## src/rtl/boot_cfg.sv

```systemverilog
`timescale 1ns/100ps

module boot_cfg (
    input  logic        clk,
    input  logic        native_rstn,
    input  logic        cfg_we,
    input  logic        cfg_addr,
    input  logic [15:0] cfg_wdata,
    output logic [15:0] init_wait,
    output logic [7:0]  probe_byte
);

    // address 0 holds the init wait length
    always_ff @(posedge clk) begin
        if (!native_rstn) begin
            init_wait <= 16'd255;
        end else if (cfg_we && (cfg_addr == 1'b0)) begin
            init_wait <= cfg_wdata;
        end
    end

    // address 1 holds the probe byte, low byte of the write data only
    always_ff @(posedge clk) begin
        if (!native_rstn) begin
            probe_byte <= 8'haa;
        end else if (cfg_we && (cfg_addr == 1'b1)) begin
            probe_byte <= cfg_wdata[7:0];
        end
    end

endmodule

```

## config.mk

```make
export PLATFORM = sky130hd
export DESIGN_NAME = boot_cfg
export DESIGN_NICKNAME = d
export VERILOG_FILES = /design/src/rtl/boot_cfg.sv
export SDC_FILE = /design/constraint.sdc
export NUM_CORES = 1
export LEC_CHECK = 0
export ABC_AREA = 1
export BUFFER_PORTS_ARGS = -buffer_cell sky130_fd_sc_hd__clkbuf_2
export CORE_AREA = 3 3 55 47
export DETAILED_ROUTE_END_ITERATION = 10
export DIE_AREA = 0 0 58 50
export PLACE_DENSITY = 0.75
export RECOVER_POWER = 100
export SLEW_MARGIN = 5
export SYNTH_ARGS = -nofsm -noshare
export SYNTH_HDL_FRONTEND = slang
export SYNTH_SLANG_ARGS = --single-unit
```

## constraint.sdc

```tcl
create_clock -name clk -period 0.91 [get_ports clk]
set_clock_uncertainty 0.05 [all_clocks]
set_input_delay 0.182 -clock clk [delete_from_list [all_inputs] [get_ports clk]]
set_output_delay 0.182 -clock clk [all_outputs]
set_load 0.05 [all_outputs]
```

# After elaboration in Yosys (flattened, before gate mapping)
# Cells that the tools add are included.
# totals
reg_bits,24
latchBits,0
mem_bits_rw,0
mem_bits_ro,0
out_inout_bits,24
elab_cells,5
n_memories,0
# op_classes
add_sub_neg,0
mul,0
div_mod_pow,0
order_cmp,0
n_eq_ne,0
n_shift,0
mux,0
n_bitwise,1
n_reduce_logical,2
# op_table
cell,count
$logic_and 1x1->1,2
$not 1->1,1

# Depth between registers and ports, before layout
# depth
ltp_word,2
ltp_mapped,5
mapped_depth_nobuf,4

# Least setup slack after synthesis
# OpenSTA, ideal clock, no wires.
# synth_path
path_kind,register to register
startpoint,reg init_wait[10] (netlist name)
endpoint,reg init_wait[10]
setup_ns,0.064
arrival_ns,0.794
required_ns,0.796
setup_slack_ns,0.002
stages_incl_launch_ff,3
synth_period_minus_slack_ns,0.908
cell_sequence,dfxtp_1 -> nor2_1 -> nor2_1
# synth_lines
element,line,rtl
"end signal, assigned",18,init_wait <= cfg_wdata;
"end, declared",9,"output logic [15:0] init_wait,"

# Worst setup path in the final report
# layout_path
startpoint,reg init_wait[8]
endpoint,out init_wait[8]
# No word-level cell between the ends.

==> impl_metrics.json <==
{
  "grt_overflow": 0,
  "dr.pass1.iters": 4,
  "dp_cells": 193,
  "fmax_ghz": 0.926,
  "io_buffers": 43,
  "clockRootBuffer": "clkbuf_4",
  "ios": 44,
  "cpPeakStageDelay_ns": 0.37,
  "antenna_found_initial": 0,
  "diodes": 0,
  "relSlewSlack": 0.649,
  "wl_per_cell_um": 12.6,
  "rrSetupSlack_ns": 0.02,
  "leakage_nw": 0.784,
  "synth_ff_type": "dfxtp_1",
  "h-tree-depth": 1,
  "syn-num-nets": 143,
  "hpwl_um": 1730,
  "cts_max_path_buffers": 2,
  "required_ns": 0.68,
  "filler_cell_count": 136,
  "grt_pass1_wl_um": 3910,
  "slowest_stage": "dfxtp_2",
  "synth.distinct_cells": 12,
  "start_util": 0.430,
  "worst_pin_slew_ns": 0.524,
  "rsz0062_at_grt": "true",
  "numCtsBuffers": 3,
  "intPower_mw": 1.70,
  "stdcell_count": 202,
  "cap_violations": 0,
  "min_period_ns": 1.08,
  "insertion_delay_ns": 0.31,
  "area_growth_pct": 71.3,
  "critPathLaunch": "init_wait[8]",
  "die_w_um": 58,
  "grtUsageTotal": 0.176,
  "path_clk_slew_ns": 0.12,
  "synth_top_area_frac": 0.532,
  "synthCells": 123,
  "synthTopCellsByArea": "dfxtp_1 53%, nand3_1 16%, nand2_1 10%",
  "clkSinkCount": 24,
  "critPathMaxFanout": 2,
  "seqPwrFrac": 0.483,
  "setup_violations": 24,
  "dieArea_sq_um": 2900,
  "layout_setup_ws_ns": -0.170,
  "slew_viol_final": 0,
  "fin_nets": 198,
  "core-area_sq_um": 2100,
  "clkPwrFrac": 0.216,
  "synthTopCellsByCount": "28 x nand3_1, 25 x nand2_1, 24 x dfxtp_1, 24 x nor2_1, 9 x inv_1",
  "postRouteAntennaNets": 0,
  "syn_area_per_cell_sq_um": 7.34,
  "setup_tns_ns": -3.41,
  "hold_violations": 0,
  "vdd_drop_max_mv": 1.20,
  "synth_area_leader_cell": "dfxtp_1",
  "synth_edf_count": 0,
  "cts_tree": "done",
  "power_density_nw_per_um2": 1600,
  "crit_type": "flip-flop to output pin",
  "critPathArrivalTime_ns": 0.85,
  "synth_async_sr_flop_share": 0,
  "status": "complete, but fails checks",
  "worstHoldStart": "cfg_wdata[5]",
  "r2r_start": "init_wait[15]",
  "power_switching_mw": 0.781,
  "num_vias": 968,
  "drive_above_1_share": 0.480,
  "synth_area_sq_um": 903,
  "cpLargestDelayFamily": "flip-flops",
  "dr.first_iter.drc_count": 39,
  "grt_pass1_vias": 869,
  "routed_wl_um": 2560,
  "violations": "negative setup slack",
  "yosys_warnings": 0,
  "via_per_inst": 4.79,
  "rows": 15,
  "fin_crit_sh": 1.19,
  "synth-seq-cells": 24,
  "hold_buffers": 0,
  "yosysSeqAreaShare": 0.532,
  "drc_errors": 0,
  "comb_power_share": 0.300,
  "switching_share": 0.315,
  "endpoint_kind": "output pin",
  "cp_num_buf_inv": 1,
  "worstPathCellList": "clkbuf_16",
  "gp_congestion": 0.803,
  "grt_max_degree": 14,
  "synth.most_common_cell": "nand3_1",
  "die_h_um": 50,
  "hold_class": "primary input to flip-flop",
  "start_kind": "flip-flop"
}
==> layout by cell type, fill, tap and decap left out <==
cell        n
clkbuf_2   19
inv_1       9
dfxtp_1     1
inv_2       2
clkbuf_4    4
o21ai_0     4
buf_8      21
clkbuf_8    1
nor2_1     25
nand2_1    25
dfxtp_2    23
buf_4      11
nand2_2     1
clkbuf_16   3
nand3_1    28
==> layer usage <==
layer  share of wire  vias up  wire [um]  GRT usage
li1                -      496          -          -
met1            0.41      443       1040      0.198
met2            0.53       25       1360      0.321
met3           0.046        4        117     0.0445
met4           0.015        0         38     0.0541
met5               0        -          0          0
==> per-stage QoR <==
step	utilization	setup slack (ns)	area, sq um	hold slack [ns]	total power, mW
after global routing	0.736	-0.204	1550	0.0445	2.59
final	0.736	-0.170	1550	0.0491	2.48
after floorplan	-	0.00181	903	0.245	1.58
after global placement	0.560	0.0114	1180	0.364	1.73
after CTS	0.718	-0.177	1510	0.0330	2.44
after detailed placement	0.560	-0.0332	1180	0.360	1.74
==> cell type report <==
type,instances,area [sq um],area share
Timing Repair Buffer,55,576,0.372
Multi-Input combinational cell,83,354,0.229
Tap cell,25,31.3,0.0202
Clock buffer,4,36.3,0.0234
Inverter,11,41.3,0.0267
Sequential cell,24,509,0.329
==> registers in the layout, summed over array words and instances (netlist names) <==
signal / flops
init_wait: 16
probe_byte: 8
==> path summary, 6_finish.rpt <==
check             cells past startpoint             to
setup / recovery                      1   init_wait[8]
hold / removal                        3  probe_byte[5]
setup reg to reg                      4  init_wait[15]
hold reg to reg                       2   init_wait[7]
==> power by group through the flow <==
| stage | registers, mW | logic (mW) | clock network (mW) |
|---|---|---|---|
| floorplan | 1.42 | 0.152 | 0 |
| global placement | 1.18 | 0.553 | 0 |
| detailed placement | 1.18 | 0.563 | 0 |
| CTS | 1.18 | 0.702 | 0.558 |
| global route | 1.21 | 0.784 | 0.598 |
| finish | 1.20 | 0.745 | 0.537 |
==> cell families (layout without fill, tap and decap cells) <==
family | Yosys count | in the layout | synth area share
DFF | 24 | 24 | 0.532
AOI/OAI and AO/OA | 4 | 4 | 0.0222
buffers and inverters | 16 | 70 | 0.0734
and+or+nand+nor | 79 | 79 | 0.373
==> repair_timing <==
item	in CTS	in global routing
hold endpoints to repair	0	0
buffers inserted	3	2
gates cloned	0	0
gates resized for setup	75	21
pin swaps	0	0
setup endpoints to repair	24	24
Power figures use the tool's default switching activity.
