--- src/rtl/boot_pkg.sv ---
package boot_pkg;

    // data word width across link, memory and fetch port
    parameter int WORD_W = 32;

    // transfer size of one link word
    typedef enum logic [1:0] {
        SZ_1 = 2'd0,
        SZ_2 = 2'd1,
        SZ_4 = 2'd2
    } xfer_size_e;

    // request toward the uart link
    typedef struct packed {
        logic              order;
        xfer_size_e        size;
        logic              write;
        logic [WORD_W-1:0] wdata;
    } link_req_t;

    // response from the uart link
    typedef struct packed {
        logic              accepted;
        logic              done;
        logic [WORD_W-1:0] rdata;
    } link_rsp_t;

    // one program-load record with pc as a byte address
    typedef struct packed {
        logic              mode;
        logic              order;
        logic [WORD_W-1:0] pc;
        logic [WORD_W-1:0] data;
    } prold_t;

    typedef enum logic [2:0] {
        ST_NONE,
        ST_LD_WAIT,
        ST_LD_WRITE,
        ST_INIT_CLR,
        ST_INIT_WAIT,
        ST_INIT_PROBE,
        ST_RUN
    } boot_state_e;

endpackage
--- src/rtl/uart_link.sv ---
`timescale 1ns/100ps

module uart_link (
    input  logic                clk,
    input  logic                native_rstn,
    input  boot_pkg::link_req_t req,
    input  logic                rx_valid,
    input  logic [7:0]          rx_byte,
    output boot_pkg::link_rsp_t rsp,
    output logic                tx_valid,
    output logic [7:0]          tx_byte
);

    typedef enum logic [1:0] {
        LK_IDLE,
        LK_READ,
        LK_WRITE
    } link_state_e;

    link_state_e                 state;
    logic [1:0]                  cnt;
    logic [1:0]                  last;
    logic                        accepted;
    logic                        done;
    logic [boot_pkg::WORD_W-1:0] shreg;

    // index of the final byte for a given size
    function automatic logic [1:0] last_index(input boot_pkg::xfer_size_e size);
        case (size)
            boot_pkg::SZ_1: last_index = 2'd0;
            boot_pkg::SZ_2: last_index = 2'd1;
            default:        last_index = 2'd3;
        endcase
    endfunction

    assign rsp = '{accepted: accepted, done: done, rdata: shreg};

    always_ff @(posedge clk) begin
        if (!native_rstn) begin
            state    <= LK_IDLE;
            cnt      <= '0;
            last     <= '0;
            accepted <= 1'b0;
            done     <= 1'b0;
            tx_valid <= 1'b0;
        end else begin
            accepted <= 1'b0;
            done     <= 1'b0;
            tx_valid <= 1'b0;
            case (state)
                LK_IDLE: begin
                    // orders only taken here, busy link ignores them
                    if (req.order) begin
                        accepted <= 1'b1;
                        cnt      <= '0;
                        last     <= last_index(req.size);
                        state    <= req.write ? LK_WRITE : LK_READ;
                    end
                end
                LK_READ: begin
                    if (rx_valid) begin
                        cnt <= cnt + 2'd1;
                        if (cnt == last) begin
                            done  <= 1'b1;
                            state <= LK_IDLE;
                        end
                    end
                end
                LK_WRITE: begin
                    // one byte per cycle, done with the last one
                    tx_valid <= 1'b1;
                    cnt      <= cnt + 2'd1;
                    if (cnt == last) begin
                        done  <= 1'b1;
                        state <= LK_IDLE;
                    end
                end
                default: begin
                    state <= LK_IDLE;
                end
            endcase
        end
    end

    // shift register, lsb first in both directions
    always_ff @(posedge clk) begin
        case (state)
            LK_IDLE: begin
                if (req.order) begin
                    shreg <= req.write ? req.wdata : '0;
                end
            end
            LK_READ: begin
                if (rx_valid) begin
                    shreg[{cnt, 3'b000} +: 8] <= rx_byte;
                end
            end
            LK_WRITE: begin
                tx_byte <= shreg[7:0];
                shreg   <= shreg >> 8;
            end
            default: begin
                shreg <= shreg;
            end
        endcase
    end

endmodule

--- config.mk ---
export PLATFORM = sky130hd
export DESIGN_NAME = uart_link
export DESIGN_NICKNAME = d
export VERILOG_FILES = /design/src/rtl/boot_pkg.sv /design/src/rtl/uart_link.sv
export SDC_FILE = /design/constraint.sdc
export NUM_CORES = 1
export LEC_CHECK = 0
export ABC_AREA = 1
export BUFFER_PORTS_ARGS = -buffer_cell sky130_fd_sc_hd__clkbuf_2
export CAP_MARGIN = 20
export CORE_MARGIN = 2
export CORE_UTILIZATION = 51
export CTS_CLUSTER_DIAMETER = 50
export DETAILED_ROUTE_END_ITERATION = 8
export MAX_ROUTING_LAYER = met4
export PLACE_DENSITY = 0.8
export SYNTH_ARGS = -nofsm -noshare
export SYNTH_HDL_FRONTEND = slang
export SYNTH_SLANG_ARGS = --single-unit
--- constraint.sdc ---
create_clock -name clk -period 2.4 [get_ports clk]
set_clock_uncertainty 0.05 [all_clocks]
set_input_delay 0.36 -clock clk [delete_from_list [all_inputs] [get_ports clk]]
set_output_delay 0.36 -clock clk [all_outputs]
set_load 0.02 [all_outputs]
* Yosys cells after proc, flatten, opt, wreduce, memory -nomap -nowiden
Index checks and enable logic that the tools add are counted.
Storage, ports and cells: bits in registers 49, input bits 47, output and inout bits 43, word-level logic and storage cells 44
Cells by class: $add $sub $neg 2, equal/unequal tests 6, shifts and indexed selects 2, multiplexer cells 19, reductions and logical operators 7
Operators with widths (count):
- 2-to-1 mux 32 bit | 3
- case mux 32 bit (3 select lines) | 1
- bitwise mux 32 bit | 1
- variable shift 8 x 7 -> 32 bit (first input constant) | 1
- indexed part select 8 x 7 -> 32 bit | 1
- 2-to-1 mux 2 bit | 6
- case mux 2 bit (3 select lines) | 2
- negator 5 -> 7 bit | 1
- AND reduction 2 bit | 3
- == test 2 x 1 -> 1 bit (second input constant) | 2
- zero test 2 bit | 2
- 2-to-1 mux 1 bit | 4
- inequality test 2 bit (second input constant) | 2
- case mux 2 bit (2 select lines) | 1
- AND reduction 3 bit | 1
- nonzero test 3 bit | 1
- adder 2 x 1 -> 2 bit (second input constant) | 1
- == test 2 bit | 1
- == test 2 bit (second input constant) | 1
- case mux 1 bit (2 select lines) | 1

* Depth between registers and ports, before layout
depth after elaboration 5, depth in mapped cells 10, gate-level depth less buffers 9

* Least setup slack after synthesis
Ideal clock, no wire load.
path type flip-flop to flip-flop, start reg state[0], end reg shreg[0] (netlist bit) (enable), library setup time 388 ps, arrival 1524 ps, required time 1962 ps, slack 438 ps, cell stages (with the launch flop) 8, path buffers 0, period minus slack after synthesis 1962 ps, cells stage by stage dfxtp_1 inv_1 ha_1 nand2_1 nand2_1 inv_1 nand2_1 inv_1
Between the ends: cells in the longest elaborated chain, start to end 3, elaborated cells between the ends (all ways) 7, classes of those cells eq/ne: 4; reduce/logical: 3
RTL lines:
- from (decl) | line uart_link.sv:20 | link_state_e state;
- from (signal assigned) | line uart_link.sv:57 | state <= req.write ? LK_WRITE : LK_READ;
- == test 2 x 1 -> 1 bit, or another cell as far along | line uart_link.sv:87 | case (state)
- inequality test 2 bit (no source line) / nonzero test 3 bit (equally long branches)
- AND reduction 3 bit (no source line) (*)
- to (signal assigned) | line uart_link.sv:90 | shreg <= req.write ? req.wdata : '0;
- to (signal, indexed assignment) | line uart_link.sv:95 | shreg[{cnt, 3'b000} +: 8] <= rx_byte;
- to (signal assigned) | line uart_link.sv:100 | shreg <= shreg >> 8;
- to (decl) | line uart_link.sv:25 | logic [boot_pkg::WORD_W-1:0] shreg;
Mark *: on every way between the ends. The rest lies on a longest branch, timed or not. A chain may end at the register's enable or synchronous reset.

* Final worst setup path
start reg cnt[0], end reg shreg[28] (netlist bit), data pin
Between the ends: cells in the longest elaborated chain, start to end 5, elaborated cells between the ends (all ways) 6, classes of those cells add/sub: 1; shift: 2; mux: 3
RTL lines:
- from (decl) | line uart_link.sv:21 | logic [1:0] cnt;
- from (signal assigned) | line uart_link.sv:62 | cnt <= cnt + 2'd1;
- from (signal assigned) | line uart_link.sv:72 | cnt <= cnt + 2'd1;
- negator 5 -> 7 bit (*) | line uart_link.sv:95
- indexed part select 8 x 7 -> 32 bit / variable shift 8 x 7 -> 32 bit (equally long branches) | line uart_link.sv:95
- bitwise mux 32 bit (*) | line uart_link.sv:95
- 2-to-1 mux 32 bit (*) | line uart_link.sv:94 | if (rx_valid) begin
- case mux 32 bit (3 select lines) (*) | line uart_link.sv:87
Mark *: on every way between the ends. The rest lies on a longest branch, timed or not. The select of a mux whose other input is x is not followed.

==> flow_summary.json <==
{
  "result_of_the_run": "completed",
  "ctsRootBufferMaster": "clkbuf_8",
  "clock.fmax_mhz": 474,
  "antenna_diodes": 0,
  "cpMostUsedCell": "nand2_1",
  "worst-path-max-fanout": 13,
  "floorplan.die_area_um2": 6040,
  "remaining_drc_errors": 0,
  "final_worst_path_cycle_share_pct": 88.0,
  "ioPinCount": 90,
  "core_region_area_um2": 5170,
  "sequentialPowerShare_pct": 38.7,
  "powerDensity_nw_per_um2": 1310,
  "finish.cell_count_without_fillers": 473,
  "setup.worst_path.end_class": "register",
  "cts-hold-fix-buffers": 0,
  "netlist.top_cell.by_area": "edfxtp_1",
  "cts_max_level": 2,
  "fp.dieH_um": 77.7,
  "gr-usage-met3_pct": 3.84,
  "tritoncts": "yes",
  "number_of_failing_setup_endpoints_in_the_final_timing_report": 0,
  "numPlacedInstances": 465,
  "globalRouteTotalUtil_pct": 24.9,
  "layout-area-overhead-vs-synth_pct": 20.6,
  "clock_tree.buffer_depth": 2,
  "synthFlopType": "edfxtp_1",
  "total_congestion_overflow": 0,
  "max_slew.worst_pin.slew_ps": 809,
  "grt.met2_usage_pct": 39.2,
  "layout.cells.most_common_list": "96 x nand2_1, 89 x clkbuf_2, 40 x edfxtp_1",
  "grt-busiest-layer": "met2",
  "clkTransAtPathRegs_ps": 90,
  "synth.cell_area_um2": 2770,
  "mostFrequentLayoutCell": "nand2_1",
  "synth_top_cell_area_share_pct": 43.3,
  "drt-total-wl_mm": 7.30,
  "clockPowerShare_pct": 13.2,
  "dr.first_iter.drc_count": 215,
  "power.static_leakage_nw": 1.57,
  "timing.critical_path.max_delay_family": "flip-flops",
  "largest_stage_delay_on_the_critical_path_ps": 530,
  "post_synth_num_cell_types": 27,
  "ys_seq_elements": 49,
  "rsz0062_at_grt": "false",
  "globalRouteMet1Util_pct": 32.1,
  "nets": 458,
  "drt-wirelength-per-cell_um": 15.4,
  "port_buffers": 89,
  "final-max-slew-violation-count": 0,
  "synthesis.area_per_instance_um2": 8.72,
  "crit_path_cell_trace": "inv_2 > ha_1 > inv_1 > nand3_1 > o22ai_1 > nand2_1 > nand2_1",
  "netSwitchingFraction_pct": 45.9,
  "synth_enable_flop_cells": 40,
  "required_time_at_the_worst_slack_endpoint_ps": 2530,
  "p_sw_mw": 2.02,
  "largest_net_degree_at_the_start_of_global_routing": 35,
  "tritoncts.num_buffers": 5,
  "max-cap-violations": 0,
  "num-fill-cells": 434,
  "cp_launch_type": "register",
  "max-vdd-ir-drop_uv": 535,
  "crit_type": "reg -> reg",
  "drive_above_1_share_pct": 27.5,
  "gpl.final_weighted_congestion": 1.04,
  "ys_seq_area_share_pct": 49.8,
  "post_synthesis_cells": 318,
  "critical_path.slowest_cell": "dfxtp_1",
  "number_of_global_route_vias_before_repair": 2562,
  "synth_fp_nets": 374,
  "min-delay-path-class": "in -> reg",
  "fp.dieW_um": 77.7,
  "hold_viol": 0,
  "initial_utilization_pct": 53.6,
  "worstSkewPairLatency_ps": 300,
  "max_slew_headroom_pct": 46.0,
  "cell_internal_pwr_mw": 2.38,
  "cts_resized": 0,
  "layout_min_cycle_time_ps": 2110,
  "share_comb_of_total_power_pct": 48.1,
  "detailed_place_hpwl_mm": 5.21,
  "final_core_utilization_pct": 64.6,
  "num_vias": 2595,
  "wire_length_of_the_first_global_routing_pass_mm": 11.6,
  "detailedRoute.firstPassIterationCount": 5,
  "initial_antenna_violation_count": 0,
  "yosys_warnings": 0,
  "vias_per_cell": 5.49,
  "worstPathArrival_ps": 2240,
  "synth_top_cells_by_area": "edfxtp_1 43%, nand2_1 13%, a32oi_1 7.6%",
  "numClockSinks": 49,
  "num_rows": 26,
  "worstPathBufferInverterCount": 2,
  "synth_async_sr_flop_share_pct": 0,
  "worst_hold_slack_ps": 289,
  "postCtsSetupBuffers": 0,
  "antenna_violating_nets_post_route": 0,
  "setup_total_negative_slack_ps": 0
}
-- state kept, by name (all words and copies together), names as in the netlist --
| signal | count |
|---|---|
| accepted | 1 |
| cnt | 2 |
| done | 1 |
| last | 2 |
| shreg | 32 |
| state | 2 |
| tx_byte | 8 |
| tx_valid | 1 |
-- through the flow --
step                      cell area [µm²]  worst slack [ps]  total power [mW]
after CTS                            3340               325              4.38
after floorplan                      2770               438              3.17
after global placement               3240               411              3.75
final                                3340               289              4.40
after detailed placement             3240               353              3.80
after global routing                 3340               106              4.69
-- power groups by stage --
stage	logic [mW]	registers [mW]	clock network, mW
floorplan	1.13	2.05	0
global placement	2.04	1.71	0
detailed placement	2.09	1.71	0
CTS	2.10	1.69	0.583
global route	2.33	1.74	0.618
finish	2.12	1.70	0.580
-- worst register-to-register path: cells and delay by family, from the launching register on --
kind | cells | cell delay [ps]
AO/OA/AOI/OAI | 1 | 230
adder cells (fa/ha/maj) | 1 | 410
buffers and inverters | 2 | 350
flip-flops | 1 | 530
AND/OR/NAND/NOR | 3 | 420
-- synthesized netlist by cell type (6+ instances only) --
cell type / n
a21oi_1: 8
a32oi_1: 24
buf_2: 6
dfxtp_1: 9
edfxtp_1: 40
ha_1: 9
inv_1: 38
nand2_1: 96
nand3_1: 12
nor2_1: 9
o21ai_0: 21
o22ai_1: 8
-- area by class of cell --
type | instances | area (µm²) | area share (%)
Sequential cell | 49 | 1380 | 41.3
Multi-Input combinational cell | 209 | 1120 | 33.6
Clock buffer | 6 | 72.6 | 2.17
Timing Repair Buffer | 93 | 475 | 14.2
Inverter | 44 | 168 | 5.01
Clock inverter | 2 | 33.8 | 1.01
Tap cell | 70 | 87.6 | 2.62
-- path summary, 6_finish.rpt --
| path | start | endpoint | slack [ps] | cells after the start |
|---|---|---|---|---|
| worst max-delay path | cnt[0] | shreg[28] | 290 | 7 |
| worst min-delay path | native_rstn | state[1] | 290 | 3 |
| worst max register to register | cnt[0] | shreg[28] | 290 | 7 |
| worst min register to register | last[1] | last[1] | 440 | 2 |
-- per-layer routing --
metal / part of all wire [%] / up-vias / wire (µm)
met4: 2.6 / 0 / 193
met2: 47 / 158 / 3410
li1: - / 1264 / -
met5: 0 / - / 0
met3: 8.8 / 24 / 640
met1: 42 / 1149 / 3050
-- cells by family after synthesis --
| family | Yosys count | share of synthesized area [%] |
|---|---|---|
| flip-flops | 49 | 49.8 |
| adder cells (fa/ha/maj) | 9 | 4.06 |
| AND/OR/NAND/NOR | 130 | 19.8 |
| AO/OA/AOI/OAI | 70 | 16.7 |
| buffers and inverters | 60 | 9.57 |
(Power assumes the default switching activity.)
