**config.mk**
```make
export PLATFORM = sky130hd
export DESIGN_NAME = boot_ctrl
export DESIGN_NICKNAME = d
export VERILOG_FILES = /design/src/rtl/boot_pkg.sv /design/src/rtl/boot_ctrl.sv
export SDC_FILE = /design/constraint.sdc
export NUM_CORES = 1
export LEC_CHECK = 0
export BUFFER_PORTS_ARGS = -buffer_cell sky130_fd_sc_hd__buf_2
export CORE_MARGIN = 2
export CORE_UTILIZATION = 45
export CTS_BUF_LIST = sky130_fd_sc_hd__clkbuf_4
export CTS_CLUSTER_DIAMETER = 150
export CTS_CLUSTER_SIZE = 14
export DETAILED_ROUTE_END_ITERATION = 8
export PLACE_DENSITY_LB_ADDON = 0.15
export SLEW_MARGIN = 40
export SYNTH_ARGS = -nofsm -noshare
export SYNTH_HDL_FRONTEND = slang
export SYNTH_SLANG_ARGS = --single-unit
```
**constraint.sdc**
```tcl
create_clock -name clk -period 4.5 [get_ports clk]
set_input_delay 1.125 -clock clk [delete_from_list [all_inputs] [get_ports clk]]
set_output_delay 1.125 -clock clk [all_outputs]
set_load 0.1 [all_outputs]
```
**src/rtl/boot_pkg.sv**
```systemverilog
package boot_pkg;

    // data word width across link, memory and fetch port
    parameter int WORD_W = 32;

    // transfer size of one link word
    typedef enum logic [1:0] {
        SZ_1 = 2'd0,
        SZ_2 = 2'd1,
        SZ_4 = 2'd2
    } xfer_size_e;

    // request toward the uart link
    typedef struct packed {
        logic              order;
        xfer_size_e        size;
        logic              write;
        logic [WORD_W-1:0] wdata;
    } link_req_t;

    // response from the uart link
    typedef struct packed {
        logic              accepted;
        logic              done;
        logic [WORD_W-1:0] rdata;
    } link_rsp_t;

    // one program-load record with pc as a byte address
    typedef struct packed {
        logic              mode;
        logic              order;
        logic [WORD_W-1:0] pc;
        logic [WORD_W-1:0] data;
    } prold_t;

    typedef enum logic [2:0] {
        ST_NONE,
        ST_LD_WAIT,
        ST_LD_WRITE,
        ST_INIT_CLR,
        ST_INIT_WAIT,
        ST_INIT_PROBE,
        ST_RUN
    } boot_state_e;

endpackage
```
**src/rtl/boot_ctrl.sv**
```systemverilog
`timescale 1ns/100ps

module boot_ctrl (
    input  logic                clk,
    input  logic                native_rstn,
    input  logic                usr_rst,
    input  logic                usr_load,
    input  logic [15:0]         init_wait,
    input  logic [7:0]          probe_byte,
    input  boot_pkg::link_req_t core_req,
    input  boot_pkg::link_rsp_t link_rsp,
    input  logic                core_busy,
    output boot_pkg::link_req_t link_req,
    output boot_pkg::link_rsp_t core_rsp,
    output boot_pkg::prold_t    prold,
    output logic                run,
    output logic                context_init,
    output logic [31:0]         cycle_count,
    output logic [3:0]          led_stat
);

    boot_pkg::boot_state_e state;
    logic [15:0] wait_cnt;
    logic        probe_pend;
    logic        load_act;
    logic        init_act;

    logic                        prold_mode;
    logic                        prold_order;
    logic [boot_pkg::WORD_W-1:0] prold_pc;
    logic [boot_pkg::WORD_W-1:0] prold_data;

    assign run      = (state == boot_pkg::ST_RUN);
    assign load_act = (state == boot_pkg::ST_LD_WAIT) || (state == boot_pkg::ST_LD_WRITE);
    assign init_act = (state == boot_pkg::ST_INIT_CLR) || (state == boot_pkg::ST_INIT_WAIT) ||
                      (state == boot_pkg::ST_INIT_PROBE);

    assign prold = '{mode: prold_mode, order: prold_order, pc: prold_pc, data: prold_data};

    // link ownership: core in run, controller during load and probe
    always_comb begin
        link_req = '0;
        if (run) begin
            link_req = core_req;
        end else if (load_act) begin
            link_req.order = 1'b1;
            link_req.size  = boot_pkg::SZ_4;
            link_req.write = 1'b0;
        end else if (state == boot_pkg::ST_INIT_PROBE) begin
            link_req.order = probe_pend;
            link_req.size  = boot_pkg::SZ_1;
            link_req.write = 1'b1;
            link_req.wdata = {{(boot_pkg::WORD_W-8){1'b0}}, probe_byte};
        end
    end

    // core sees no handshake pulses outside run
    always_comb begin
        core_rsp          = link_rsp;
        core_rsp.accepted = link_rsp.accepted & run;
        core_rsp.done     = link_rsp.done & run;
    end

    always_ff @(posedge clk) begin
        if (!native_rstn) begin
            state        <= boot_pkg::ST_NONE;
            cycle_count  <= '0;
            wait_cnt     <= '0;
            probe_pend   <= 1'b0;
            context_init <= 1'b0;
            prold_mode   <= 1'b0;
            prold_order  <= 1'b0;
            prold_pc     <= '0;
        end else if (usr_rst) begin
            // pc kept so the loaded program survives
            state        <= boot_pkg::ST_INIT_CLR;
            cycle_count  <= '0;
            probe_pend   <= 1'b0;
            context_init <= 1'b0;
            prold_mode   <= 1'b0;
            prold_order  <= 1'b0;
        end else if (usr_load) begin
            state        <= boot_pkg::ST_LD_WAIT;
            cycle_count  <= '0;
            probe_pend   <= 1'b0;
            context_init <= 1'b0;
            prold_mode   <= 1'b1;
            prold_order  <= 1'b0;
            prold_pc     <= '0;
        end else begin
            prold_order  <= 1'b0;
            context_init <= 1'b0;
            case (state)
                boot_pkg::ST_LD_WAIT: begin
                    if (link_rsp.done) begin
                        prold_order <= 1'b1;
                        state       <= boot_pkg::ST_LD_WRITE;
                    end
                end
                boot_pkg::ST_LD_WRITE: begin
                    prold_pc <= prold_pc + 32'd4;
                    state    <= boot_pkg::ST_LD_WAIT;
                end
                boot_pkg::ST_INIT_CLR: begin
                    wait_cnt <= '0;
                    state    <= boot_pkg::ST_INIT_WAIT;
                end
                boot_pkg::ST_INIT_WAIT: begin
                    // init_wait+1 cycles in this state
                    if (wait_cnt == init_wait) begin
                        probe_pend <= 1'b1;
                        state      <= boot_pkg::ST_INIT_PROBE;
                    end else begin
                        wait_cnt <= wait_cnt + 16'd1;
                    end
                end
                boot_pkg::ST_INIT_PROBE: begin
                    if (link_rsp.accepted) begin
                        probe_pend <= 1'b0;
                    end
                    if (link_rsp.done) begin
                        context_init <= 1'b1;
                        state        <= boot_pkg::ST_RUN;
                    end
                end
                boot_pkg::ST_RUN: begin
                    cycle_count <= cycle_count + 32'd1;
                end
                boot_pkg::ST_NONE: begin
                    state <= boot_pkg::ST_NONE;
                end
                default: begin
                    state <= boot_pkg::ST_NONE;
                end
            endcase
        end
    end

    // captured word for the load record
    always_ff @(posedge clk) begin
        if ((state == boot_pkg::ST_LD_WAIT) && link_rsp.done) begin
            prold_data <= link_rsp.rdata;
        end
    end

    // status leds: load, init, run, core busy
    always_ff @(posedge clk) begin
        if (!native_rstn) begin
            led_stat <= '0;
        end else begin
            led_stat <= {load_act, init_act, run, core_busy};
        end
    end

endmodule

```
==> After elaboration in Yosys (flattened, before gate mapping) <==
Index checks and enable logic that the tools add are counted.
{ "totals": {"regBits": 123} }
{ "op_classes": {"reduce_logical": 16, "n_addsub": 3, "bitwise_logic": 8, "muxes": 18, "n_eq_ne": 16} }
{ "op_table": {"columns": ["operator", "count"], "rows": [
  ["32-bit 2-to-1 mux", 3],
  ["36-bit 2-to-1 mux", 2],
  ["32-bit by 1-bit adder with 32-bit output, second input constant", 1],
  ["32-bit by 3-bit adder with 32-bit output, second input constant", 1],
  ["16-bit one-hot mux with 2 select lines", 1],
  ["3-bit one-hot mux with 6 select lines", 1],
  ["16-bit by 1-bit adder with 16-bit output, second input constant", 1],
  ["16-bit == test", 1],
  ["16-bit 2-to-1 mux", 1],
  ["4-bit AND reduction", 3],
  ["3-bit == test, second input constant", 3],
  ["3-bit 2-to-1 mux", 3],
  ["2-bit != test, second input constant", 4],
  ["4-bit != test, second input constant", 2],
  ["4-bit OR reduction", 2],
  ["3-bit by 2-bit == test with 1-bit output, second input constant", 2],
  ["1-bit inverter", 6],
  ["2-bit nonzero test", 3],
  ["2-bit 2-to-1 mux", 2],
  ["4-bit 2-to-1 mux", 1],
  ["4-bit by 3-bit != test with 1-bit output, second input constant", 1],
  ["3-bit by 1-bit == test with 1-bit output, second input constant", 1],
  ["1-bit logical OR", 3],
  ["1-bit 2-to-1 mux", 3],
  ["9 further kinds", 10]
]} }

==> Logic depth before layout (Yosys ltp) <==
Gate-level depths: netlist of the first run.
{ "depth": {"word_depth": 5, "mapped_depth": 8, "mapped_depth_nobuf": 6} }

==> Worst setup path before layout of the first run <==
Ideal clock, no wire load.
{ "synth_timing": {"path_kind": "input port to output port", "start": "in core_req[34] in the netlist's numbering", "end": "out link_req[34] in the netlist's numbering", "n_path_buf": 0, "path_slack_ns": 0.087, "cell_stages": 2, "t_arrival_ns": 3.288, "required_ns": 3.375, "path_cell_list": "o21ai_0 o21ai_0"} }
{ "synth_lines": {"columns": ["item", "line_no", "source"], "rows": [
  ["from (decl)", "boot_ctrl.sv:10", "input boot_pkg::link_req_t core_req,"],
  ["to (decl)", "boot_ctrl.sv:13", "output boot_pkg::link_req_t link_req,"]
]} }

==> results.md, run 1 <==
Route:
- The number of routed nets with antenna violations is 0.
- In the routed layout, each cell is associated on average with a via count of 5.204.
- After detailed routing, the total wire length is 14.94 mm.
- For this run, design rule violations remaining after detail routing come to 0.
- After the first detailed-routing iteration, the DRC count stood at 234.
- The routed layout has 5,511 vias.
- The average detailed-routed wire length per instance is 14.11 um.
- The number of optimization iterations in the first detailed-route pass is 5.

Die:
- After floorplanning, the core was divided into 42 placement rows.
- The vertical extent of the die is 119.1 um.
- The total core area is 13,090 sq um.
- During I/O placement, the number of pins put on the boundary was 273.
- The width of the die is 119.1 um.
- The floorplan step defined a die boundary enclosing 14,190 sq um.
- For this configuration, the core starts out at a cell density of 45.58%.

Timing:
- For the pin with the worst max-slew slack, the measured transition is 0.7412 ns.
- The final period utilization is 81.78%.
- On the final layout, the worst clock skew is 0.02498 ns.
- Setup repair after global routing left no endpoint under its margin.
- After layout, the minimum clock period comes to 3.680 ns.
- The headroom to the max-slew limit is 50.59%.
- The count of final max-slew check failures is 0.
- Summed over all failing endpoints, the final setup total negative slack is 0 ns.
- The final hold violation count is 0.
- Setup violations remaining at the end of the flow were counted as 0.
- The maximum clock frequency is 271.7 MHz.
- The hold slack is 0.4894 ns.
- The worst path setup slack after routing is 0.8200 ns.

Run status:
- The flow ran to the end, and the final reports show no timing, DRC or antenna violations.

Power:
- The power consumption is 0.002305 W.
- The part of the power in combinational logic is 16.0%.
- The switching power share of the total is 31.20%.
- The switching component of the power is 0.0007192 W.
- The internal cell power is 0.001586 W.
- For this design the ratio of total power to cell area is 307.7 nW/um^2.
- The static power due to leakage is 3.112 nW.
- Of the total power, registers draw 49.6%.
- IR analysis of the VDD net gives a maximum drop of 0.0001284 V.
- The clock network fraction of total power is 34.4%.

Worst setup path:
- The last element of the critical path is link_req[5].
- The highest net fanout along the worst path is 11.
- The critical path launch point is state[2].
- The worst reg2reg path startpoint is state[1].
- The number of cells on the worst reg-to-reg path is 7.
- The data required time at the worst endpoint is 3.38 ns.
- The worst setup path is captured at an output pin.
- The kind of launch point of the worst setup path is a flip-flop.
- The endpoint of the lowest-slack register-to-register path is cycle_count[24].
- The category of the critical setup timing path is flip-flop to output pin.
- The data arrival time of the critical path is 2.56 ns.
- The worst reg-to-reg setup slack is 1.77 ns.

Placement:
- The final estimated routing congestion in global placement is 0.8887.
- Prior to clock tree synthesis, the placed netlist has a worst setup slack of 1.354 ns.
- Port buffering added 270 buffers.
- Summed over all nets, the half-perimeter wirelength after detailed placement is 10.93 mm.

Global routing:
- Entering global routing, the biggest net connects 43 pins.
- After global routing the overflow that remains totals 0.
- The number of global-route vias before repair is 4,944.
- The initial antenna violation count is 2.
- Global routing consumed, over all layers together, 20.71% of the routing resources.
- The wire length of the first global-routing pass is 23.63 mm.

Logic synthesis:
- Of the total synthesized cell area, the portion taken by full adders, half adders and majority gates is 0.6293%.
- In this run the cell area of the synthesized design comes to 5964 sq um.
- The post-synthesis sequential area ratio is 45.98%.
- The post-synthesis simple-gate area fraction is 26.75%.
- The multiplexer area fraction after synthesis is 0.5244%.
- Synthesis handed over a netlist of 640 instances.
- Synthesis inferred 121 register bits.
- The count of distinct cell types in the synthesized netlist is 58.
- The commonest register cell after synthesis is dfxtp_1.
- After Yosys synthesis, XOR and XNOR cells account for 8.223% of the synthesized area.
- During synthesis, Yosys emitted a total of 0 warnings.
- The number of enable flip-flop cells after synthesis is 32.
- The synthesized netlist devotes 10.59% of its cell area to compound gates.
- In the synthesized netlist the async set-or-reset flop fraction comes to 0%.
- Averaged over all synthesized cells, the footprint is 9.319 sq um.
- By area, the combinational part of the netlist is dominated by simple AND/OR/NAND/NOR gates.

Clock tree:
- Clock latency on the worst-skew pair, taken at its later pin, is 0.54 ns.
- Post-CTS timing repair inserted 0 buffers for setup.
- The number of sinks driven by the clock tree is 121.
- The clock-pin slew on the worst setup and hold paths is 0.10 ns.
- The root buffer cell is clkbuf_4.
- After clock tree synthesis, the flow added hold-fix buffers numbering 0.
- The H-tree was split into 4 levels.
- The number of gates resized after cts is 0.
- The clock tree buffer depth is 2.
- The clock buffer count from CTS is 17.
- The CTS tree is built.

Run:
- The max-cap violation count is 0.

Min path:
- The startpoint identified for the worst hold timing path is cycle_count[31].
- The tightest min-delay check is of the flip-flop to flip-flop type.

Final layout:
- The share of post-route cells with drive strength above 1 is 36.51%.
- The relative area change from synthesis to final layout is 25.63%.
- After filler insertion, the fill cell instance count of the layout stands at 1,218.
- Measured on the finished design, the core utilization comes to 57.27%.
- The final layout contains 971 nets.
- The sequential cell area in the final layout is 2743 sq um.
- The multi-input combinational cell area is 2814 sq um.
## critical path: stages, from the launching register on
cell     delay, ns
dfxtp_1       0.62
nor2b_1       0.31
and2_1        0.47
a22o_1        0.20
buf_2         0.42
## stage by stage
step / area [sq um] / instances
after floorplan: 5968 / 641
after global placement: 7189 / 1026
after detailed placement: 7199 / 1026
after CTS: 7491 / 1058
after global routing: 7493 / 1059
final: 7493 / 1059
## synthesized netlist by cell type (2+ instances only)
cell / instances / area [sq um]
a21oi_1: 31 / 155.2
a22o_1: 9 / 78.83
a31oi_1: 8 / 50.05
and2_1: 34 / 212.7
and3_1: 10 / 62.56
and4_1: 9 / 78.83
buf_2: 3 / 15.01
buf_4: 38 / 285.3
clkbuf_1: 23 / 86.33
dfxtp_1: 89 / 1782
edfxtp_1: 32 / 960.9
ha_1: 3 / 37.54
inv_1: 11 / 41.29
mux2i_1: 2 / 20.02
nand2_1: 39 / 146.4
nand2b_1: 6 / 37.54
nand3_1: 24 / 120.1
nand3b_1: 2 / 15.01
nand4_1: 19 / 118.9
nor2_1: 56 / 210.2
nor2b_1: 5 / 31.28
nor3_1: 11 / 55.05
nor3b_1: 2 / 15.01
nor3b_4: 2 / 37.54
nor4_1: 16 / 100.1
nor4b_1: 3 / 26.28
o211ai_1: 8 / 60.06
o21ai_0: 26 / 130.1
o311ai_0: 3 / 26.28
o31a_1: 2 / 17.52
o31ai_1: 2 / 15.01
or3_1: 22 / 137.6
or4_1: 9 / 67.56
or4b_2: 3 / 30.03
xnor2_1: 48 / 420.4
xor2_1: 8 / 70.07
## kinds of logic (layout without fill, tap and decap cells)
group	after synthesis	count (layout)
flip-flops	121	121
multiplexers	3	3
adder cells (fa/ha/maj)	3	3
XOR/XNOR	56	56
other	1	3
AO/OA/AOI/OAI	100	100
buffers and inverters	76	317
AND/OR/NAND/NOR	280	280
## routing by layer
layer  track usage, %  up-vias  share of wire (%)
met5                0        -                  0
met4            8.705        0                1.6
met3            5.460       22                7.5
met2            34.05      213                 49
met1            25.71     2546                 42
li1                 -     2730                  -
## registers in the layout, indices dropped and copies added, names as in the netlist
register and flops:
wait_cnt 16, prold_data 32, context_init 1, cycle_count 32, led_stat 4, prold_mode 1, probe_pend 1, prold_order 1
prold_pc 30, state 3
## layout make-up
class	count	area share, %
multi-input cells	444	37.55
flip-flops and latches	121	36.60
well taps	176	2.939
inverters	11	0.5510
diodes	1	0.03339
clock inverters	14	2.087
repair buffers	274	18.43
clock buffers	18	1.803
## power by group through the flow
stage	registers, W	clock network, W	logic, W
after CTS	0.00114	0.000823	0.000372
after detailed placement	0.00117	0	0.000372
final	0.00114	0.000793	0.000370
after floorplan	0.00126	0	0.000215
after global routing	0.00115	0.000867	0.000384
after global placement	0.00117	0	0.000367
## cells in the final DEF, fill, tap and decap left out, types with 11 or more instances in the layout
master	n
nand4_1	19
and2_1	34
nor2_1	56
a21oi_1	31
or3_1	22
nor3_1	11
buf_2	270
nor4_1	15
o21ai_0	26
clkbuf_4	18
xnor2_1	48
edfxtp_1	32
nand3_1	24
dfxtp_1	89
nand2_1	38
## worst min-delay path by stage
stage	end	slack, ns	cells after the start
final	cycle_count[31]	0.49	2
after global routing	cycle_count[31]	0.52	2
after CTS	cycle_count[31]	0.50	2
after detailed placement	cycle_count[31]	0.48	2
after global placement	prold_pc[31]	0.46	2
after floorplan	prold_mode	0.47	2
Note: power is estimated with default switching activity, not from simulation.
==> run 2, diff against run 1 <==
- CORE_UTILIZATION: 45 -> 44
- clock period: 4.5 -> 3 ns (I/O delays scaled with it)
==> results.md, run 2 (same netlist as run 1, synthesis figures left out) <==
Placement:
- At the end of routability-driven placement, the weighted congestion stood at 0.8371.
- Once placement completed, the tool counted placed cells totaling 1,035.
- The HPWL after detailed placement is 12.20 mm.
- The pre-CTS setup slack is 0.4554 ns.
- The port buffer count is 270.

Route:
- The routed layout has 5,574 vias.
- The total DRC errors in the routed layout is 0.
- Dividing the detail-routed wire length by the instance count gives 15.05 um.
- The first TritonRoute pass finished after 5 iterations.
- In this run the remaining antenna-violating nets after routing total 0.
- The detailed router's first-iteration violation count is 337.
- The wire length reported by the detailed router is 16.06 mm.
- Dividing the detail-routed via count by the number of cells gives 5.224.

Final layout:
- The relative area change from synthesis to final layout is 35.91%.
- The post-layout utilization of the core is 61.21%.
- The largest registers in the layout are cycle_count x32, prold_data x32, prold_pc x30.
- The post-route netlist has 37.04% of its cells at a drive strength greater than 1.
- The multi-input combinational cells in the finished layout cover a total of 2801 sq um.
- In the layout the commonest cells are 233 x buf_2, 87 x dfxtp_1, 56 x nor2_1.
- After the flow finishes, the layout carries non-filler instances totaling 1,067.
- The layout has 1,170 filler cells.
- 0 antenna diodes ended up in the layout.
- The library cell used most frequently in the layout, excluding fill and tap cells, is buf_2.
- The sequential cells in the finished layout cover a total of 2745 sq um.
- The final layout contains 980 nets.

Worst setup path:
- The category of the critical setup timing path is flip-flop to output pin.
- The buffer and inverter count on the worst path is 2.
- The cell type group with the largest total delay on the critical path is buffers and inverters.
- The worst register-to-register path ends at wait_cnt[11].
- The kind of launch point of the worst setup path is a flip-flop.
- Walking the worst path, the cells encountered are buf_4 -> nor2b_1 -> o21ai_0 -> o21ai_1 -> buf_2.
- The setup check on the worst reg-to-reg path leaves a slack of 0.69 ns.
- The kind of end point of the critical path is an output pin.
- The data arrival time of the critical path is 2.10 ns.
- The worst reg2reg path startpoint is state[2].
- At the worst endpoint, the required time is 2.25 ns.
- The slowest stage of the critical path belongs to the cell dfxtp_1.
- The number of cells on the worst reg-to-reg path is 5.
- The largest single stage delay on the critical path is 0.49 ns.
- The highest net fanout along the worst path is 11.

Run status:
- The run finished with clean final reports.

Clock tree:
- TritonCTS built the clock tree.
- The insertion delay of the later-clocked pin in the worst-skew pair is 0.53 ns.
- The clock net in this run drives a total of 121 sinks.
- The clock-pin slew on the worst setup and hold paths is 0.11 ns.
- The hold buffer count at CTS is 0.
- In this run the clock root is driven by a clkbuf_4.
- The depth of the CTS H-tree is 4.
- The clock tree buffer depth is 2.
- In this run the post-CTS setup repair buffer count came out at 0.
- The clock buffer count from CTS is 17.
- The number of gates resized after cts is 3.

Die:
- The width of the die is 120.4 um.
- The I/O pin count is 273.
- The total core area is 13,240 sq um.
- Once the floorplan was initialized, standard cells occupied 45.04% of the core.
- In this run the vertical extent of the chip is 120.4 um.
- The floorplan row count is 42.
- The overall die area is 14,500 sq um.

Timing:
- At the pin with the least slew margin, the transition time is 0.5220 ns.
- Derived from the worst setup path, the maximum achievable clock frequency is 351.0 MHz.
- Setup repair after global routing left no endpoint under its margin.
- The minimum period implied by the final worst setup slack is 2.849 ns.
- The worst path uses 94.95% of the clock period.
- The worst path setup slack after routing is 0.1514 ns.
- The number of setup violations in the final report is 0.
- The setup skew after layout is 0.01631 ns.
- The count of final max-slew check failures is 0.
- The setup TNS is 0 ns.
- The final hold violation count was 0.
- In this run the tightest slew margin relative to its limit is 65.44%.

Global routing:
- The initial antenna violation count is 2.
- The wire length of the first global-routing pass is 25.39 mm.
- Global routing used 22.08% of the available tracks.
- The total overflow reported by the global router is 0.
- Entering global routing, the biggest net connects 42 pins.
- The number of global-route vias before repair is 5,215.

Power:
- The worst supply voltage drop on vdd is 0.0002515 V.
- Dividing total power by cell area gives a power density of 427.9 nW/um^2.
- The completed layout was analyzed and its total power is 0.003469 W.
- The static power due to leakage is 3.240 nW.

Run:
- Across the run, the number of max-cap violations was 0.

Min path:
- Counting instances, the worst hold path has a depth of 1.
- The tightest min-delay check is of the input port to flip-flop type.
- The source of the worst hold timing path is link_rsp[22].
- The endpoint with the worst hold slack is prold_data[22].
==> run 2: worst max path at each step <==
| stage | start | endpoint | slack, ns | cells past startpoint |
|---|---|---|---|---|
| after global placement | usr_load | wait_cnt[15] | 0.49 | 5 |
| after CTS | state[1] | link_req[5] | 0.11 | 5 |
| final | state[0] | link_req[35] | 0.15 | 5 |
| after global routing | state[0] | link_req[35] | 0.03 | 5 |
| after floorplan | core_req[34] | link_req[34] | 0.09 | 2 |
| after detailed placement | state[2] | link_req[7] | 0.46 | 4 |
==> run 2: layout make-up <==
cell class	count	share of cell area (%)
multi-input combinational	444	34.56
sequential	121	33.86
timing repair buffer	283	24.77
tap	176	2.716
clock inverter	14	1.914
clock buffer	18	1.667
inverter	11	0.5093
==> run 2: power breakdown <==
part	total [W]	switching, W	leakage (nW)	internal, W
Clock	0.00119	0.000612	0.157	0.000576
Combinational	0.000568	0.000460	2.07	0.000108
Sequential	0.00171	0.0000117	1.01	0.00170
==> run 2: through the flow <==
step	area (sq um)	hold slack, ns
detailed placement	7809	0.4755
finish	8107	0.3962
global placement	7809	0.4583
CTS	8103	0.3531
floorplan	5969	0.4688
global route	8107	0.3557
==> run 2: routing by layer <==
layer	vias to the layer above	GRT usage (%)	wire, um	part of all wire [%]
met2	209	40.08	8378	52
met4	2	5.523	128	0.80
met3	12	7.358	1279	8.0
li1	2744	-	-	-
met5	-	0	11	0.069
met1	2607	24.80	6260	39
==> run 2: worst register-to-register path, delay by kind of cell, from the launching register on <==
family / cells / cell delay (ns)
AO/OA/AOI/OAI: 1 / 0.14
multiplexers: 1 / 0.29
flip-flops: 1 / 0.49
AND/OR/NAND/NOR: 3 / 1.33
==> run 3, diff against run 2 <==
- RECOVER_POWER: default -> 50
==> results.md, run 3 (same netlist as run 1, synthesis figures left out) <==
Placement:
- The total cell area at the placement stage is 7809 sq um.
- Detailed placement finished with a half-perimeter wire length of 12.20 mm.
- The count of buffers added on input and output ports is 270.
- In this run, placement finished with an instance count of 1,035.
- Routability-driven placement finished with a final weighted congestion of 0.8371.

Worst setup path:
- The kind of end point of the critical path is an output pin.
- The highest net fanout along the worst path is 11.
- The critical path in this run is classified as flip-flop to output pin.
- The critical path launch point is state[0].
- In this design, the stage delay of the slowest critical-path cell is 0.49 ns.
- The data arrival time of the critical path is 2.08 ns.
- STA classifies the critical path startpoint as a flip-flop.
- The largest individual stage delay along the critical path comes from the cell dfxtp_1.
- The data required time at the worst endpoint is 2.25 ns.
- The critical path goes through buf_4 -> nor2b_1 -> o21ai_0 -> o21ai_1 -> buf_2.
- The worst reg2reg path startpoint is wait_cnt[10].

Global routing:
- The initial antenna violation count came to 2.
- The number of global-route vias before repair is 5,215.
- The total overflow reported by the global router is 0.
- The global-route usage over all layers is 22.08%.
- The first global-routing pass estimated 25.39 mm of wire.
- The maximum number of pins on one net before global-route repair is 42.

Power:
- Of the total power, the clock network draws 34.3%.
- The power consumption is 0.003451 W.
- In this run, the combinational gates consume 16.0% of the power.
- The analysis attributes to net switching a power of 0.001081 W.
- Across the VDD grid, the largest voltage drop is 0.0002514 V.
- The power share of the sequential group is 49.6%.
- The ratio of total power to cell area is 432.1 nW/um^2.
- Summed over all cells, the static leakage comes to 3.045 nW.
- Cell internal power was estimated by the tool at 0.002370 W.
- The switching power share of the total is 31.32%.

Timing:
- Setup repair after global routing left no endpoint under its margin.
- The final hold violation count is 0.
- The final period utilization is 94.31%.
- For the pin with the worst max-slew slack, the measured transition is 1.256 ns.
- The setup TNS is 0 ns.
- Between clock sinks in the finished design, the worst skew comes to 0.01481 ns.
- The maximum clock frequency is 353.5 MHz.
- The count of final max-slew check failures came to 0.
- Headroom to the max-slew limit came out at 16.64%.
- The hold slack is 0.4015 ns.
- The minimum period implied by the final worst setup slack is 2.829 ns.
- Setup violations remaining at the end of the flow were counted as 0.

Final layout:
- In the layout the commonest cells are 172 x buf_2, 87 x dfxtp_1, 66 x clkbuf_1.
- The largest registers in the layout are cycle_count x32, prold_data x32, prold_pc x30.
- The count of inserted antenna diode cells is 0.
- The relative area change from synthesis to final layout is 33.92%.
- In the final layout, the share of cells above drive strength 1 is 29.29%.
- The library cell used most frequently in the layout, excluding fill and tap cells, is buf_2.
- After the last flow step, the layout net total stands at 980.
- The finished layout holds 1,067 standard cells, fillers aside.
- The finished cells cover 7988 sq um.

Die:
- The overall die area is 14,500 sq um.
- Measured along the x axis, the die boundary spans 120.4 um.
- The core region is 13,240 sq um.
- Once the floorplan was initialized, standard cells occupied 45.04% of the core.
- The floorplan row count is 42.
- Measured along the y axis, the die boundary spans 120.4 um.
- 273 I/O pins were placed.

Min path:
- The path class of the tightest hold or removal check is input port to flip-flop.
- The source of the worst hold timing path is link_rsp[22].

Clock tree:
- The clock-pin slew on the worst setup and hold paths is 0.11 ns.
- The post-CTS setup buffer count is 0.
- In this run, post-CTS repair resized a total of 3 instances.
- The clock buffer count from CTS is 17.
- The number of sinks driven by the clock tree is 121.
- The root buffer cell is clkbuf_4.
- The insertion delay of the later-clocked pin in the worst-skew pair is 0.53 ns.
- The CTS tree is built.
- After clock tree synthesis, the flow added hold-fix buffers numbering 0.
- The longest clock path from root to sink contains 2 buffers.
- The depth of the CTS H-tree is 4.

Route:
- For this block, the routed nets add up to 16.11 mm of wire.
- The total DRC errors in the routed layout is 0.
- The first detailed-routing pass ran for 5 iterations.
- The detailed router's first-iteration violation count is 304.
- Detailed routing inserted a total of 5,585 vias.
- The average detailed-routed wire length per instance is 15.09 um.
- The number of routed nets with antenna violations is 0.
- Using the TritonRoute via totals, the vias-per-cell ratio works out to 5.234.

Run status:
- The flow ran to the end, and the final reports show no timing, DRC or antenna violations.

Run:
- The max-cap violation count is 0.
[run 3: final cells by class]
class,count,area (sq um)
multi-input combinational,444,2784
tap,176,220.2
clock inverter,14,155.1
timing repair buffer,283,1907
inverter,11,41.29
fill,1217,5255
clock buffer,18,135.1
sequential,121,2745
[run 3: critical path: cells and delay by family, from the launching register on]
family	cells	cell delay, ns
AO/OA/AOI/OAI	2	0.19
buffers and inverters	2	0.69
flip-flops	1	0.49
AND/OR/NAND/NOR	1	0.18
[run 3: layer usage]
metal	vias up	track usage (%)	wire length, um
met5	-	0	13
met3	15	7.358	1315
li1	2743	-	-
met1	2615	24.80	6257
met4	2	5.523	125
met2	210	40.08	8392
[run 3: path summary, 6_finish.rpt]
path                          to  slack (ns)  cells past startpoint
setup / recovery    link_req[35]        0.17                      5
hold / removal    prold_data[22]        0.40                      1
setup reg to reg    wait_cnt[11]        0.40                      6
hold reg to reg     prold_pc[31]        0.49                      2
[run 3: stage by stage]
| step | setup WS, ns | util [%] |
|---|---|---|
| 6_report | 0.1708 | 60.32 |
| 5_1_grt | 0.04653 | 60.32 |
| 4_1_cts | 0.1106 | 61.19 |
| 3_5_place_dp | 0.4554 | 58.97 |
| 3_3_place_gp | 0.4891 | 58.97 |
| 2_1_floorplan | 0.09017 | - |
[run 3: power groups by stage]
stage	registers, W	clock network, W	logic (W)
after floorplan	0.00189	0	0.000323
after global routing	0.00172	0.00130	0.000575
after CTS	0.00171	0.00123	0.000571
after detailed placement	0.00175	0	0.000570
after global placement	0.00175	0	0.000566
final	0.00171	0.00119	0.000554
